## src/source/soc_domain_pkg.sv

```systemverilog
// shared constants and types of the SoC domain subset
// widths are fixed at 32 bits, the debug bus carries whole words only
// blink intervals are simulation sized, silicon needs far larger values
// the scratch memory size must be a power of two

package soc_domain_pkg;

  // ****************************************
  // bus widths
  // ****************************************

  localparam int unsigned APB_ADDR_WIDTH = 32;
  localparam int unsigned APB_DATA_WIDTH = 32;

  // byte address and data word on APB and the per bus
  typedef logic [APB_ADDR_WIDTH-1:0] apb_addr_t;
  typedef logic [APB_DATA_WIDTH-1:0] apb_data_t;

  // ****************************************
  // debug scratch memory
  // ****************************************

  localparam int unsigned DBG_MEM_WORDS = 16;
  // word index, byte address bits above the two low ones
  typedef logic [$clog2(DBG_MEM_WORDS)-1:0] dbg_mem_idx_t;

  // ****************************************
  // reset and clock monitors
  // ****************************************

  // release flops in the peripheral reset synchronizer
  localparam int unsigned RST_SYNC_STAGES = 2;
  // blink half periods in s_soc_clk cycles
  localparam int unsigned REF_BLINK_CYCLES = 8;
  localparam int unsigned ETH_BLINK_CYCLES = 5;

endpackage

```

## src/source/apb_per_bridge.sv

```systemverilog
// APB slave to per bus request bridge
// one per request per access phase, grant is tied to the request
// response valid follows the grant by one cycle and becomes pready
// every transfer is setup plus two access cycles, no extra wait states
// no byte enables, every write is a whole word

`timescale 1ns/1ps

module apb_per_bridge (
  input  logic                      s_soc_clk,
  input  logic                      s_soc_rstn,
  input  soc_domain_pkg::apb_addr_t paddr_i,
  input  soc_domain_pkg::apb_data_t pwdata_i,
  input  logic                      pwrite_i,
  input  logic                      psel_i,
  input  logic                      penable_i,
  output soc_domain_pkg::apb_data_t prdata_o,
  output logic                      pready_o,
  output logic                      pslverr_o,
  output logic                      per_req_o,
  output soc_domain_pkg::apb_addr_t per_addr_o,
  output logic                      per_we_o,
  output soc_domain_pkg::apb_data_t per_wdata_o,
  input  soc_domain_pkg::apb_data_t per_rdata_i,
  input  logic                      per_err_i
);

  logic access;
  // grant straight from request, the memory never stalls
  logic per_gnt;
  logic r_valid_q;
  // set once this access phase got its response
  logic done_q;

  // ****************************************
  // request side
  // ****************************************

  assign access  = psel_i & penable_i;
  // no second request while the answer is pending or already given
  assign per_req_o   = access & ~r_valid_q & ~done_q;
  assign per_gnt     = per_req_o;
  assign per_addr_o  = paddr_i;
  assign per_we_o    = pwrite_i;
  assign per_wdata_o = pwdata_i;

  // ****************************************
  // response side
  // ****************************************

  always_ff @(posedge s_soc_clk or negedge s_soc_rstn) begin
    if (!s_soc_rstn) begin
      r_valid_q <= 1'b0;
      done_q    <= 1'b0;
    end else begin
      r_valid_q <= per_gnt;
      // cleared as soon as the master leaves the access phase
      done_q    <= access & (done_q | r_valid_q);
    end
  end

  assign pready_o  = r_valid_q;
  // memory holds its data register, error only counts with pready
  assign prdata_o  = per_rdata_i;
  assign pslverr_o = r_valid_q & per_err_i;

  // pready only ever answers an open access phase
  a_ready_in_access : assert property (@(posedge s_soc_clk) disable iff (!s_soc_rstn)
    $rose(pready_o) |-> (psel_i && penable_i))
    else $error("pready raised outside an APB access phase");

endmodule

```

## src/source/clk_lock_monitor.sv

```systemverilog
// lock and blink LEDs for one clock source
// locked_i must already be sampled on s_soc_clk
// lock LED follows the input one cycle later
// blink toggles every BLINK_CYCLES cycles while locked, low when unlocked

`timescale 1ns/1ps

module clk_lock_monitor #(
  parameter int unsigned BLINK_CYCLES = soc_domain_pkg::REF_BLINK_CYCLES
) (
  input  logic s_soc_clk,
  input  logic s_soc_rstn,
  input  logic locked_i,
  output logic ld_lock_o,
  output logic ld_blink_o
);

  localparam int unsigned CNT_W = (BLINK_CYCLES > 1) ? $clog2(BLINK_CYCLES) : 1;
  localparam logic [CNT_W-1:0] CNT_LAST = CNT_W'(BLINK_CYCLES - 1);

  logic [CNT_W-1:0] cnt_q;

  // ****************************************
  // lock register and blink divider
  // ****************************************

  always_ff @(posedge s_soc_clk or negedge s_soc_rstn) begin
    if (!s_soc_rstn) begin
      ld_lock_o  <= 1'b0;
      ld_blink_o <= 1'b0;
      cnt_q      <= '0;
    end else begin
      ld_lock_o <= locked_i;
      // counting starts the cycle the lock LED rose
      if (!locked_i || !ld_lock_o) begin
        cnt_q      <= '0;
        ld_blink_o <= 1'b0;
      end else if (cnt_q == CNT_LAST) begin
        cnt_q      <= '0;
        ld_blink_o <= ~ld_blink_o;
      end else begin
        cnt_q <= cnt_q + 1'b1;
      end
    end
  end

  // blink never runs on from an unlocked cycle
  a_blink_needs_lock : assert property (@(posedge s_soc_clk) disable iff (!s_soc_rstn)
    !ld_lock_o |=> !ld_blink_o)
    else $error("blink LED high after an unlocked cycle");

endmodule

```

## src/source/debug_scratch_mem.sv

```systemverilog
// word scratch memory standing in for the debug module slave memory
// byte addresses below 4*DBG_MEM_WORDS are valid, the two low bits are ignored
// read data and error are registered, valid one cycle after the request
// a write also returns the old word, out of range returns zero with error
// reset clears every word

`timescale 1ns/1ps

module debug_scratch_mem (
  input  logic                      s_soc_clk,
  input  logic                      s_soc_rstn,
  input  logic                      req_i,
  input  soc_domain_pkg::apb_addr_t addr_i,
  input  logic                      we_i,
  input  soc_domain_pkg::apb_data_t wdata_i,
  output soc_domain_pkg::apb_data_t rdata_o,
  output logic                      err_o
);

  localparam int unsigned WORDS = soc_domain_pkg::DBG_MEM_WORDS;
  localparam int unsigned IDX_W = $bits(soc_domain_pkg::dbg_mem_idx_t);
  // first byte address past the memory
  localparam soc_domain_pkg::apb_addr_t ADDR_LIMIT = 4 * WORDS;

  soc_domain_pkg::apb_data_t    mem_q [WORDS];
  soc_domain_pkg::dbg_mem_idx_t idx;
  logic                         in_range;

  // ****************************************
  // address decode
  // ****************************************

  assign in_range = (addr_i < ADDR_LIMIT);
  // word select above the byte offset
  assign idx      = addr_i[2 +: IDX_W];

  // ****************************************
  // storage and read register
  // ****************************************

  always_ff @(posedge s_soc_clk or negedge s_soc_rstn) begin
    if (!s_soc_rstn) begin
      for (int i = 0; i < WORDS; i++) begin
        mem_q[i] <= '0;
      end
      rdata_o <= '0;
      err_o   <= 1'b0;
    end else if (req_i) begin
      if (in_range) begin
        if (we_i) begin
          mem_q[idx] <= wdata_i;
        end
        // old content, the write lands on the same edge
        rdata_o <= mem_q[idx];
        err_o   <= 1'b0;
      end else begin
        // outside the memory, nothing stored
        rdata_o <= '0;
        err_o   <= 1'b1;
      end
    end
  end

endmodule

```

## src/source/soc_domain_top.sv

```systemverilog
// SoC domain subset: reset combiner, APB debug bridge, lock LEDs
// all logic runs on s_soc_clk, inputs are assumed synchronous to it
// bridge and scratch memory sit in the peripheral reset domain
// the lock monitors only follow the external reset

`timescale 1ns/1ps

module soc_domain_top #(
  parameter int unsigned REF_BLINK_CYCLES = soc_domain_pkg::REF_BLINK_CYCLES,
  parameter int unsigned ETH_BLINK_CYCLES = soc_domain_pkg::ETH_BLINK_CYCLES
) (
  input  logic                      s_soc_clk,
  input  logic                      s_soc_rstn,
  // APB debug slave
  input  soc_domain_pkg::apb_addr_t paddr_i,
  input  soc_domain_pkg::apb_data_t pwdata_i,
  input  logic                      pwrite_i,
  input  logic                      psel_i,
  input  logic                      penable_i,
  output soc_domain_pkg::apb_data_t prdata_o,
  output logic                      pready_o,
  output logic                      pslverr_o,
  // reset sources
  input  logic                      wd_expired_i,
  input  logic                      ndmreset_i,
  // lock levels, already on s_soc_clk
  input  logic                      ref_lock_i,
  input  logic                      eth_lock_i,
  output logic                      periph_rstn_o,
  output logic                      ld_ref_clk_lock_o,
  output logic                      ld_ref_clk_blink_o,
  output logic                      ld_eth_clk_lock_o,
  output logic                      ld_eth_clk_blink_o
);

  logic                      s_periph_rstn;
  // per bus between bridge and memory
  logic                      s_per_req;
  soc_domain_pkg::apb_addr_t s_per_addr;
  logic                      s_per_we;
  soc_domain_pkg::apb_data_t s_per_wdata;
  soc_domain_pkg::apb_data_t s_per_rdata;
  logic                      s_per_err;

  // ****************************************
  // peripheral reset
  // ****************************************

  soc_reset_ctrl u_reset_ctrl (
    .s_soc_clk     (s_soc_clk),
    .s_soc_rstn    (s_soc_rstn),
    .wd_expired_i  (wd_expired_i),
    .ndmreset_i    (ndmreset_i),
    .periph_rstn_o (s_periph_rstn)
  );

  assign periph_rstn_o = s_periph_rstn;

  // ****************************************
  // debug bus
  // ****************************************

  apb_per_bridge u_apb_bridge (
    .s_soc_clk   (s_soc_clk),
    .s_soc_rstn  (s_periph_rstn),
    .paddr_i     (paddr_i),
    .pwdata_i    (pwdata_i),
    .pwrite_i    (pwrite_i),
    .psel_i      (psel_i),
    .penable_i   (penable_i),
    .prdata_o    (prdata_o),
    .pready_o    (pready_o),
    .pslverr_o   (pslverr_o),
    .per_req_o   (s_per_req),
    .per_addr_o  (s_per_addr),
    .per_we_o    (s_per_we),
    .per_wdata_o (s_per_wdata),
    .per_rdata_i (s_per_rdata),
    .per_err_i   (s_per_err)
  );

  debug_scratch_mem u_dbg_mem (
    .s_soc_clk  (s_soc_clk),
    .s_soc_rstn (s_periph_rstn),
    .req_i      (s_per_req),
    .addr_i     (s_per_addr),
    .we_i       (s_per_we),
    .wdata_i    (s_per_wdata),
    .rdata_o    (s_per_rdata),
    .err_o      (s_per_err)
  );

  // ****************************************
  // clock lock LEDs
  // ****************************************

  clk_lock_monitor #(
    .BLINK_CYCLES (REF_BLINK_CYCLES)
  ) u_ref_clk_mon (
    .s_soc_clk  (s_soc_clk),
    .s_soc_rstn (s_soc_rstn),
    .locked_i   (ref_lock_i),
    .ld_lock_o  (ld_ref_clk_lock_o),
    .ld_blink_o (ld_ref_clk_blink_o)
  );

  clk_lock_monitor #(
    .BLINK_CYCLES (ETH_BLINK_CYCLES)
  ) u_eth_clk_mon (
    .s_soc_clk  (s_soc_clk),
    .s_soc_rstn (s_soc_rstn),
    .locked_i   (eth_lock_i),
    .ld_lock_o  (ld_eth_clk_lock_o),
    .ld_blink_o (ld_eth_clk_blink_o)
  );

endmodule

```

## src/source/soc_reset_ctrl.sv

```systemverilog
// peripheral reset combiner for the SoC domain
// external reset, watchdog expiry and debug ndmreset all assert asynchronously
// release is synchronized to s_soc_clk over RST_SYNC_STAGES flops
// watchdog and ndmreset are active-high levels, glitches on them reset too

`timescale 1ns/1ps

module soc_reset_ctrl (
  input  logic s_soc_clk,
  input  logic s_soc_rstn,
  input  logic wd_expired_i,
  input  logic ndmreset_i,
  output logic periph_rstn_o
);

  localparam int unsigned STAGES = soc_domain_pkg::RST_SYNC_STAGES;

  // ****************************************
  // source combination
  // ****************************************

  // low while any source is active
  logic rst_src_n;
  // release chain, index 0 sees the constant one first
  logic [STAGES-1:0] sync_q;

  assign rst_src_n = s_soc_rstn & ~wd_expired_i & ~ndmreset_i;

  // ****************************************
  // release synchronizer
  // ****************************************

  // assert immediately, deassert after STAGES edges
  always_ff @(posedge s_soc_clk or negedge rst_src_n) begin
    if (!rst_src_n) begin
      sync_q <= '0;
    end else begin
      sync_q <= {sync_q[STAGES-2:0], 1'b1};
    end
  end

  assign periph_rstn_o = sync_q[STAGES-1];

  // ****************************************
  // checks
  // ****************************************

  // any debug or watchdog request must hold the peripherals in reset
  a_src_holds_reset : assert property (@(posedge s_soc_clk)
    (wd_expired_i || ndmreset_i) |-> !periph_rstn_o)
    else $error("periph reset released while a reset source is active");

endmodule
```

## config.mk

```make
export PLATFORM = sky130hd
export DESIGN_NAME = soc_domain_top
export DESIGN_NICKNAME = d
export VERILOG_FILES = /design/src/source/soc_domain_pkg.sv /design/src/source/apb_per_bridge.sv /design/src/source/clk_lock_monitor.sv /design/src/source/debug_scratch_mem.sv /design/src/source/soc_domain_top.sv /design/src/source/soc_reset_ctrl.sv
export SDC_FILE = /design/constraint.sdc
export NUM_CORES = 1
export LEC_CHECK = 0
export BUFFER_PORTS_ARGS = -buffer_cell sky130_fd_sc_hd__buf_2
export CAP_MARGIN = 20
export CORE_UTILIZATION = 40
export CTS_BUF_LIST = sky130_fd_sc_hd__clkbuf_8
export CTS_CLUSTER_DIAMETER = 50
export CTS_CLUSTER_SIZE = 10
export DETAILED_ROUTE_END_ITERATION = 10
export HOLD_SLACK_MARGIN = 0.05
export SETUP_SLACK_MARGIN = 0.3
export SLEW_MARGIN = 30
export SYNTH_ARGS = -nofsm -noshare
export SYNTH_HDL_FRONTEND = slang
export SYNTH_SLANG_ARGS = --single-unit
```

## constraint.sdc

```tcl
create_clock -name s_soc_clk -period 16.75 [get_ports s_soc_clk]
set_input_delay 1.675 -clock s_soc_clk [delete_from_list [all_inputs] [get_ports s_soc_clk]]
set_output_delay 1.675 -clock s_soc_clk [all_outputs]
set_load 0.005 [all_outputs]
```

== After elaboration in Yosys (flattened, before gate mapping) ==
Cells that the tools add are included.

* Add/sub/neg operators: 2
* $lt $le $gt $ge: 3
* Eq/ne operators: 2
* Muxes and demuxes: 16
* Bitwise logic cells: 15
* Reductions and logical operators: 10

{| class="wikitable"
|+ Operators by type and width
! kind !! count
|-
| $bwmux 512 || 1
|-
| $bmux 32 s4 || 1
|-
| $demux 32 s4 || 1
|-
| $mux 32 || 4
|-
| $lt 32x7->1 const B || 1
|-
| $mux 3 || 4
|-
| $and 1x1->1 || 7
|-
| $add 3x1->3 const B || 2
|-
| $eq 3x3->1 const B || 2
|-
| $not 1->1 || 6
|-
| $ge 5x5->1 const B || 1
|-
| $lt 5x1->1 const B || 1
|-
| $mux 1 || 5
|-
| $not 4->5 || 1
|-
| $logic_not 1->1 || 4
|-
| $reduce_bool 2->1 || 2
|-
| $reduce_and 3->1 || 1
|-
| $logic_or 1x1->1 || 2
|-
| $logic_and 1x1->1 || 1
|-
| $or 1x1->1 || 1
|}

* Register bits after elaboration: 559
* Output and inout port bits: 39

== Depth between registers and ports, before layout ==
* Depth in word-level cells: 6
* Mapped depth: 8

== Hierarchy ==
Synthesis repeated with hierarchy kept, for this count alone.

* Cells, all modules: 1624
* Area, all modules: 25563.3 sq um

{| class="wikitable"
|+ By module, submodules not included
! module !! times used !! cells each !! area each (sq um) !! sequential area each (sq um)
|-
| debug_scratch_mem || 1 || 1487 || 24283.3 || 13638.1
|-
| apb_per_bridge || 1 || 102 || 808.3 || 50.0
|-
| clk_lock_monitor (u_eth_clk_mon) || 1 || 18 || 221.5 || 125.1
|-
| clk_lock_monitor (u_ref_clk_mon) || 1 || 13 || 183.9 || 125.1
|-
| soc_reset_ctrl || 1 || 4 || 66.3 || 50.0
|}

== Worst setup path before layout ==
No wires, ideal clock.

* Path kind: flip-flop to output port
* Start: register u_reset_ctrl.sync_q[1]
* End: output port periph_rstn_o
* Arrival time: 12148 ps
* Slack: 2927 ps
* Cell stages (with the launch flop): 1
* Path buffers: 0
* Cell sequence: dfrtp_1

{| class="wikitable"
|+ RTL lines
! item !! RTL line !! RTL
|-
| start, declared || soc_reset_ctrl.sv:25 || <nowiki>logic [STAGES-1:0] sync_q;</nowiki>
|-
| start signal, assigned || soc_reset_ctrl.sv:38 || <nowiki>sync_q <= {sync_q[STAGES-2:0], 1'b1};</nowiki>
|-
| end, declared || soc_domain_top.sv:29 || <nowiki>output logic periph_rstn_o,</nowiki>
|}

No word-level cell between the ends.

== Worst setup path in the final report ==
* Start: input port paddr_i[2]
* End: register u_dbg_mem.rdata_o[31]

* Word-level cells in the longest chain between the ends: 5
* Elaborated cells between the ends (all ways): 6
* Those cells by class: 1 x order compare; 4 x mux; 1 x bitwise

{| class="wikitable"
|+ Ends and longest elaborated chain
! item !! RTL line !! RTL
|-
| start, declared || soc_domain_top.sv:15 || <nowiki>input soc_domain_pkg::apb_addr_t paddr_i,</nowiki>
|-
| branches (longest 4 deep; another with $lt 32x7->1) || - ||
|-
| $mux 32 (*) || debug_scratch_mem.sv:49 || <nowiki>if (in_range) begin</nowiki>
|-
| end signal, assigned || debug_scratch_mem.sv:54 || <nowiki>rdata_o <= mem_q[idx];</nowiki>
|-
| end, declared || debug_scratch_mem.sv:16 || <nowiki>output soc_domain_pkg::apb_data_t rdata_o,</nowiki>
|}

Mark *: on every way between the ends. The select of a mux whose other input is x is not followed.
A chain may end at the register's enable or synchronous reset.

==> flow_summary.ini <==
[clock_network]
cts_tree = yes
hold_buffers = 0
post_cts_buffers = 0
clk_pin_slew_ns = 0.07
clk-insertion-delay-late_ns = 0.64
numCtsBuffers = 69
h-tree-depth = 3
cts_resized = 0
cts_num_sinks = 559
cts.path.max_buffers = 3
clock-root-buffer = clkbuf_8

[place]
placed_cell_area_um2 = 26130
place_hpwl_um = 31770
port_buffers = 109
pre_cts_slack_ns = 11.60
routabilityCongestion = 0.6920
placed_cells = 2328

[yosys]
synth_edf_count = 0
syn-num-nets = 1605
syn_area_um2 = 24770
postSynthAreaPerCell_um2 = 16.21
syn_inst = 1528
synth_xor_area_frac = 0.0007071
synth_area_leaders = dfrtp_1, mux2_2, mux4_2, mux2_1, a22oi_1
synth_warnings = 0
synth_seq_cells = 559
synth.mux.area_fraction = 0.3495
yosys.area_share.simple = 0.02692
ys_seq_area_frac = 0.5646
synth_top_area_share = 0.5646
synth_top_family_by_area = multiplexers
synthAdderAreaFrac = 0.002020
synth_area_leader_cell = dfrtp_1
synth-compound-area-share = 0.03071
synth.distinct_cells = 34
synth_ff_type = dfrtp_1
synthArstFlopShare = 1.000

[sta]
setup_viol = 0
fin_hold_ws_ns = 0.2897
clock_skew_ns = 0.03338
hold_violations = 0
rsz0062_at_grt = false
period_needed_ns = 4.365
max_freq_ghz = 0.2291
worst_pin_slew_ns = 0.9767
layout_setup_ws_ns = 12.39
drv_slew = 0
fin_crit_sh = 0.2606
fin_tns_setup_ns = 0
max_slew_margin = 0.3488

[critical_path]
critPathSlowestCell = buf_4
crit_chain = clkbuf_8 -> buf_4 -> buf_6 -> mux4_2 -> a22oi_1 -> nand2_1 -> a22o_1
cp_num_buf_inv = 3
crit_family = buffers and inverters
cp-end-kind = register
cp_slowest_stage_delay_ns = 0.71
start_kind = input pin
critPathKind = in2reg
critPathArrivalTime_ns = 4.89
worstPathRequired_ns = 17.27
cp_max_fo = 53

[global_route]
grt_pass1_wl_um = 91730
met3_usage = 0.03210
grt.overflow.total = 0
grt_pass1_vias = 14650
use_met1 = 0.2795
grt.met2_usage = 0.3025
grtUsageTotal = 0.1943
antenna_found_initial = 3
grt_busiest_layer = met2
grt_max_degree = 187

[die]
num_rows = 90
die-area_um2 = 62930
core_um2 = 60810
die_h_um = 250.9
start_util = 0.4074
io-pin-count = 112
die_w_um = 250.9

[min_path]
hold_path.class = reg2async

[status]
outcome = completed

[cells_and_area]
syn_to_final_growth_pct = 9.924
num-nets-final = 1695
drive_above_1_share = 0.4310
finish.instance_area_um2 = 27230
final_cells = 2414

[route]
dr_total_vias = 13890
avgViaCountPerCell = 5.753
drc = 0
ant_nets = 0
wire_per_inst_um = 24.63
wl_um = 59470
first_pass_iters = 5
drtIter0Drc = 922

[power_and_ir_drop]
power.density_nw_per_um2 = 85.28
max-vdd-ir-drop_uv = 43.86
p_leak_uw = 0.01363

[flow_run]
cap_viol_max_count = 0
==> worst paths after layout <==
| path | cells past startpoint | to | slack [ns] | from |
|---|---|---|---|---|
| max | 7 | u_dbg_mem.rdata_o[31] | 12.39 | paddr_i[2] |
| min | 0 | u_dbg_mem.mem_q[195] | 0.29 | u_reset_ctrl.sync_q[1] |
| max reg2reg | 8 | u_dbg_mem.mem_q[95] | 13.08 | u_apb_bridge.pready_o |
| min reg2reg | 0 | u_dbg_mem.mem_q[195] | 0.29 | u_reset_ctrl.sync_q[1] |
| max in group asynchronous | 4 | u_dbg_mem.mem_q[499] | 13.57 | u_reset_ctrl.sync_q[1] |
| min in group s_soc_clk | 0 | u_reset_ctrl.sync_q[1] | 0.35 | u_reset_ctrl.sync_q[0] |
==> report_power, final <==
group	switching [uW]	internal, uW	leakage [uW]
clock	478	389	0.000558
combinational	77.6	24.9	0.00528
sequential	2.27	1350	0.00780
==> layer usage <==
layer	share of wire	up-vias
met4	0.019	4
met2	0.47	265
met1	0.47	7638
li1	-	5898
met3	0.045	83
met5	0.00047	-
==> Yosys cell counts (all sizes together) (3+ instances only) <==
cell and n:
a22o 32, a22oi 64, mux2 512, nor3b 3, dfrtp 559, buf 71, inv 3, mux4 128
ha 4, nor4 22, nor2 11, nand2 37, clkbuf 61
==> kinds of logic (layout without fill, tap and decap cells) <==
kind of cell / Yosys count / in the layout
buf+inv: 135 / 238
fa+ha+maj: 4 / 4
other cells: 1 / 2
xor+xnor: 2 / 2
flops: 559 / 559
mux: 641 / 641
compound gates: 96 / 96
simple gates: 90 / 90
==> cell type report <==
class | count | area, um^2
timing repair buffer | 151 | 927.1
multi-input combinational | 834 | 10250
antenna | 1 | 2.502
tap | 782 | 978.4
fill | 5347 | 33580
inverter | 3 | 11.26
clock buffer | 72 | 991.0
clock inverter | 12 | 75.07
sequential | 559 | 13990
==> per-stage QoR <==
| step | util | power, uW |
|---|---|---|
| 2_1_floorplan | - | 1440 |
| 3_3_place_gp | 0.4289 | 1481 |
| 3_5_place_dp | 0.4298 | 1483 |
| 4_1_cts | 0.4473 | 2363 |
| 5_1_grt | 0.4478 | 2416 |
| 6_report | 0.4478 | 2322 |
==> registers in the layout, summed over array words and instances, names as in the netlist <==
name                      count
u_dbg_mem.mem_q             512
u_dbg_mem.rdata_o            32
u_eth_clk_mon.cnt_q           3
u_ref_clk_mon.cnt_q           3
u_reset_ctrl.sync_q           2
u_apb_bridge.done_q           1
u_apb_bridge.pready_o         1
u_dbg_mem.err_o               1
u_eth_clk_mon.ld_blink_o      1
u_eth_clk_mon.ld_lock_o       1
u_ref_clk_mon.ld_blink_o      1
u_ref_clk_mon.ld_lock_o       1
==> placed cells by master (no fill, tap or decap), types with 2 or more instances in the layout <==
cell,n
buf_4,35
clkinvlp_4,4
nor2_1,9
nor4_2,3
buf_2,107
inv_1,7
nor2_4,2
clkbuf_8,73
mux4_2,128
nand3b_1,2
clkinv_4,2
nor2b_4,2
mux2_1,198
and3_1,2
buf_6,6
nand2b_1,2
a22o_1,32
nor4_1,3
dfrtp_1,558
ha_1,4
nor3b_1,3
nor4_4,16
nand2_1,37
a22oi_1,64
mux2_2,314
Power figures use the tool's default switching activity.
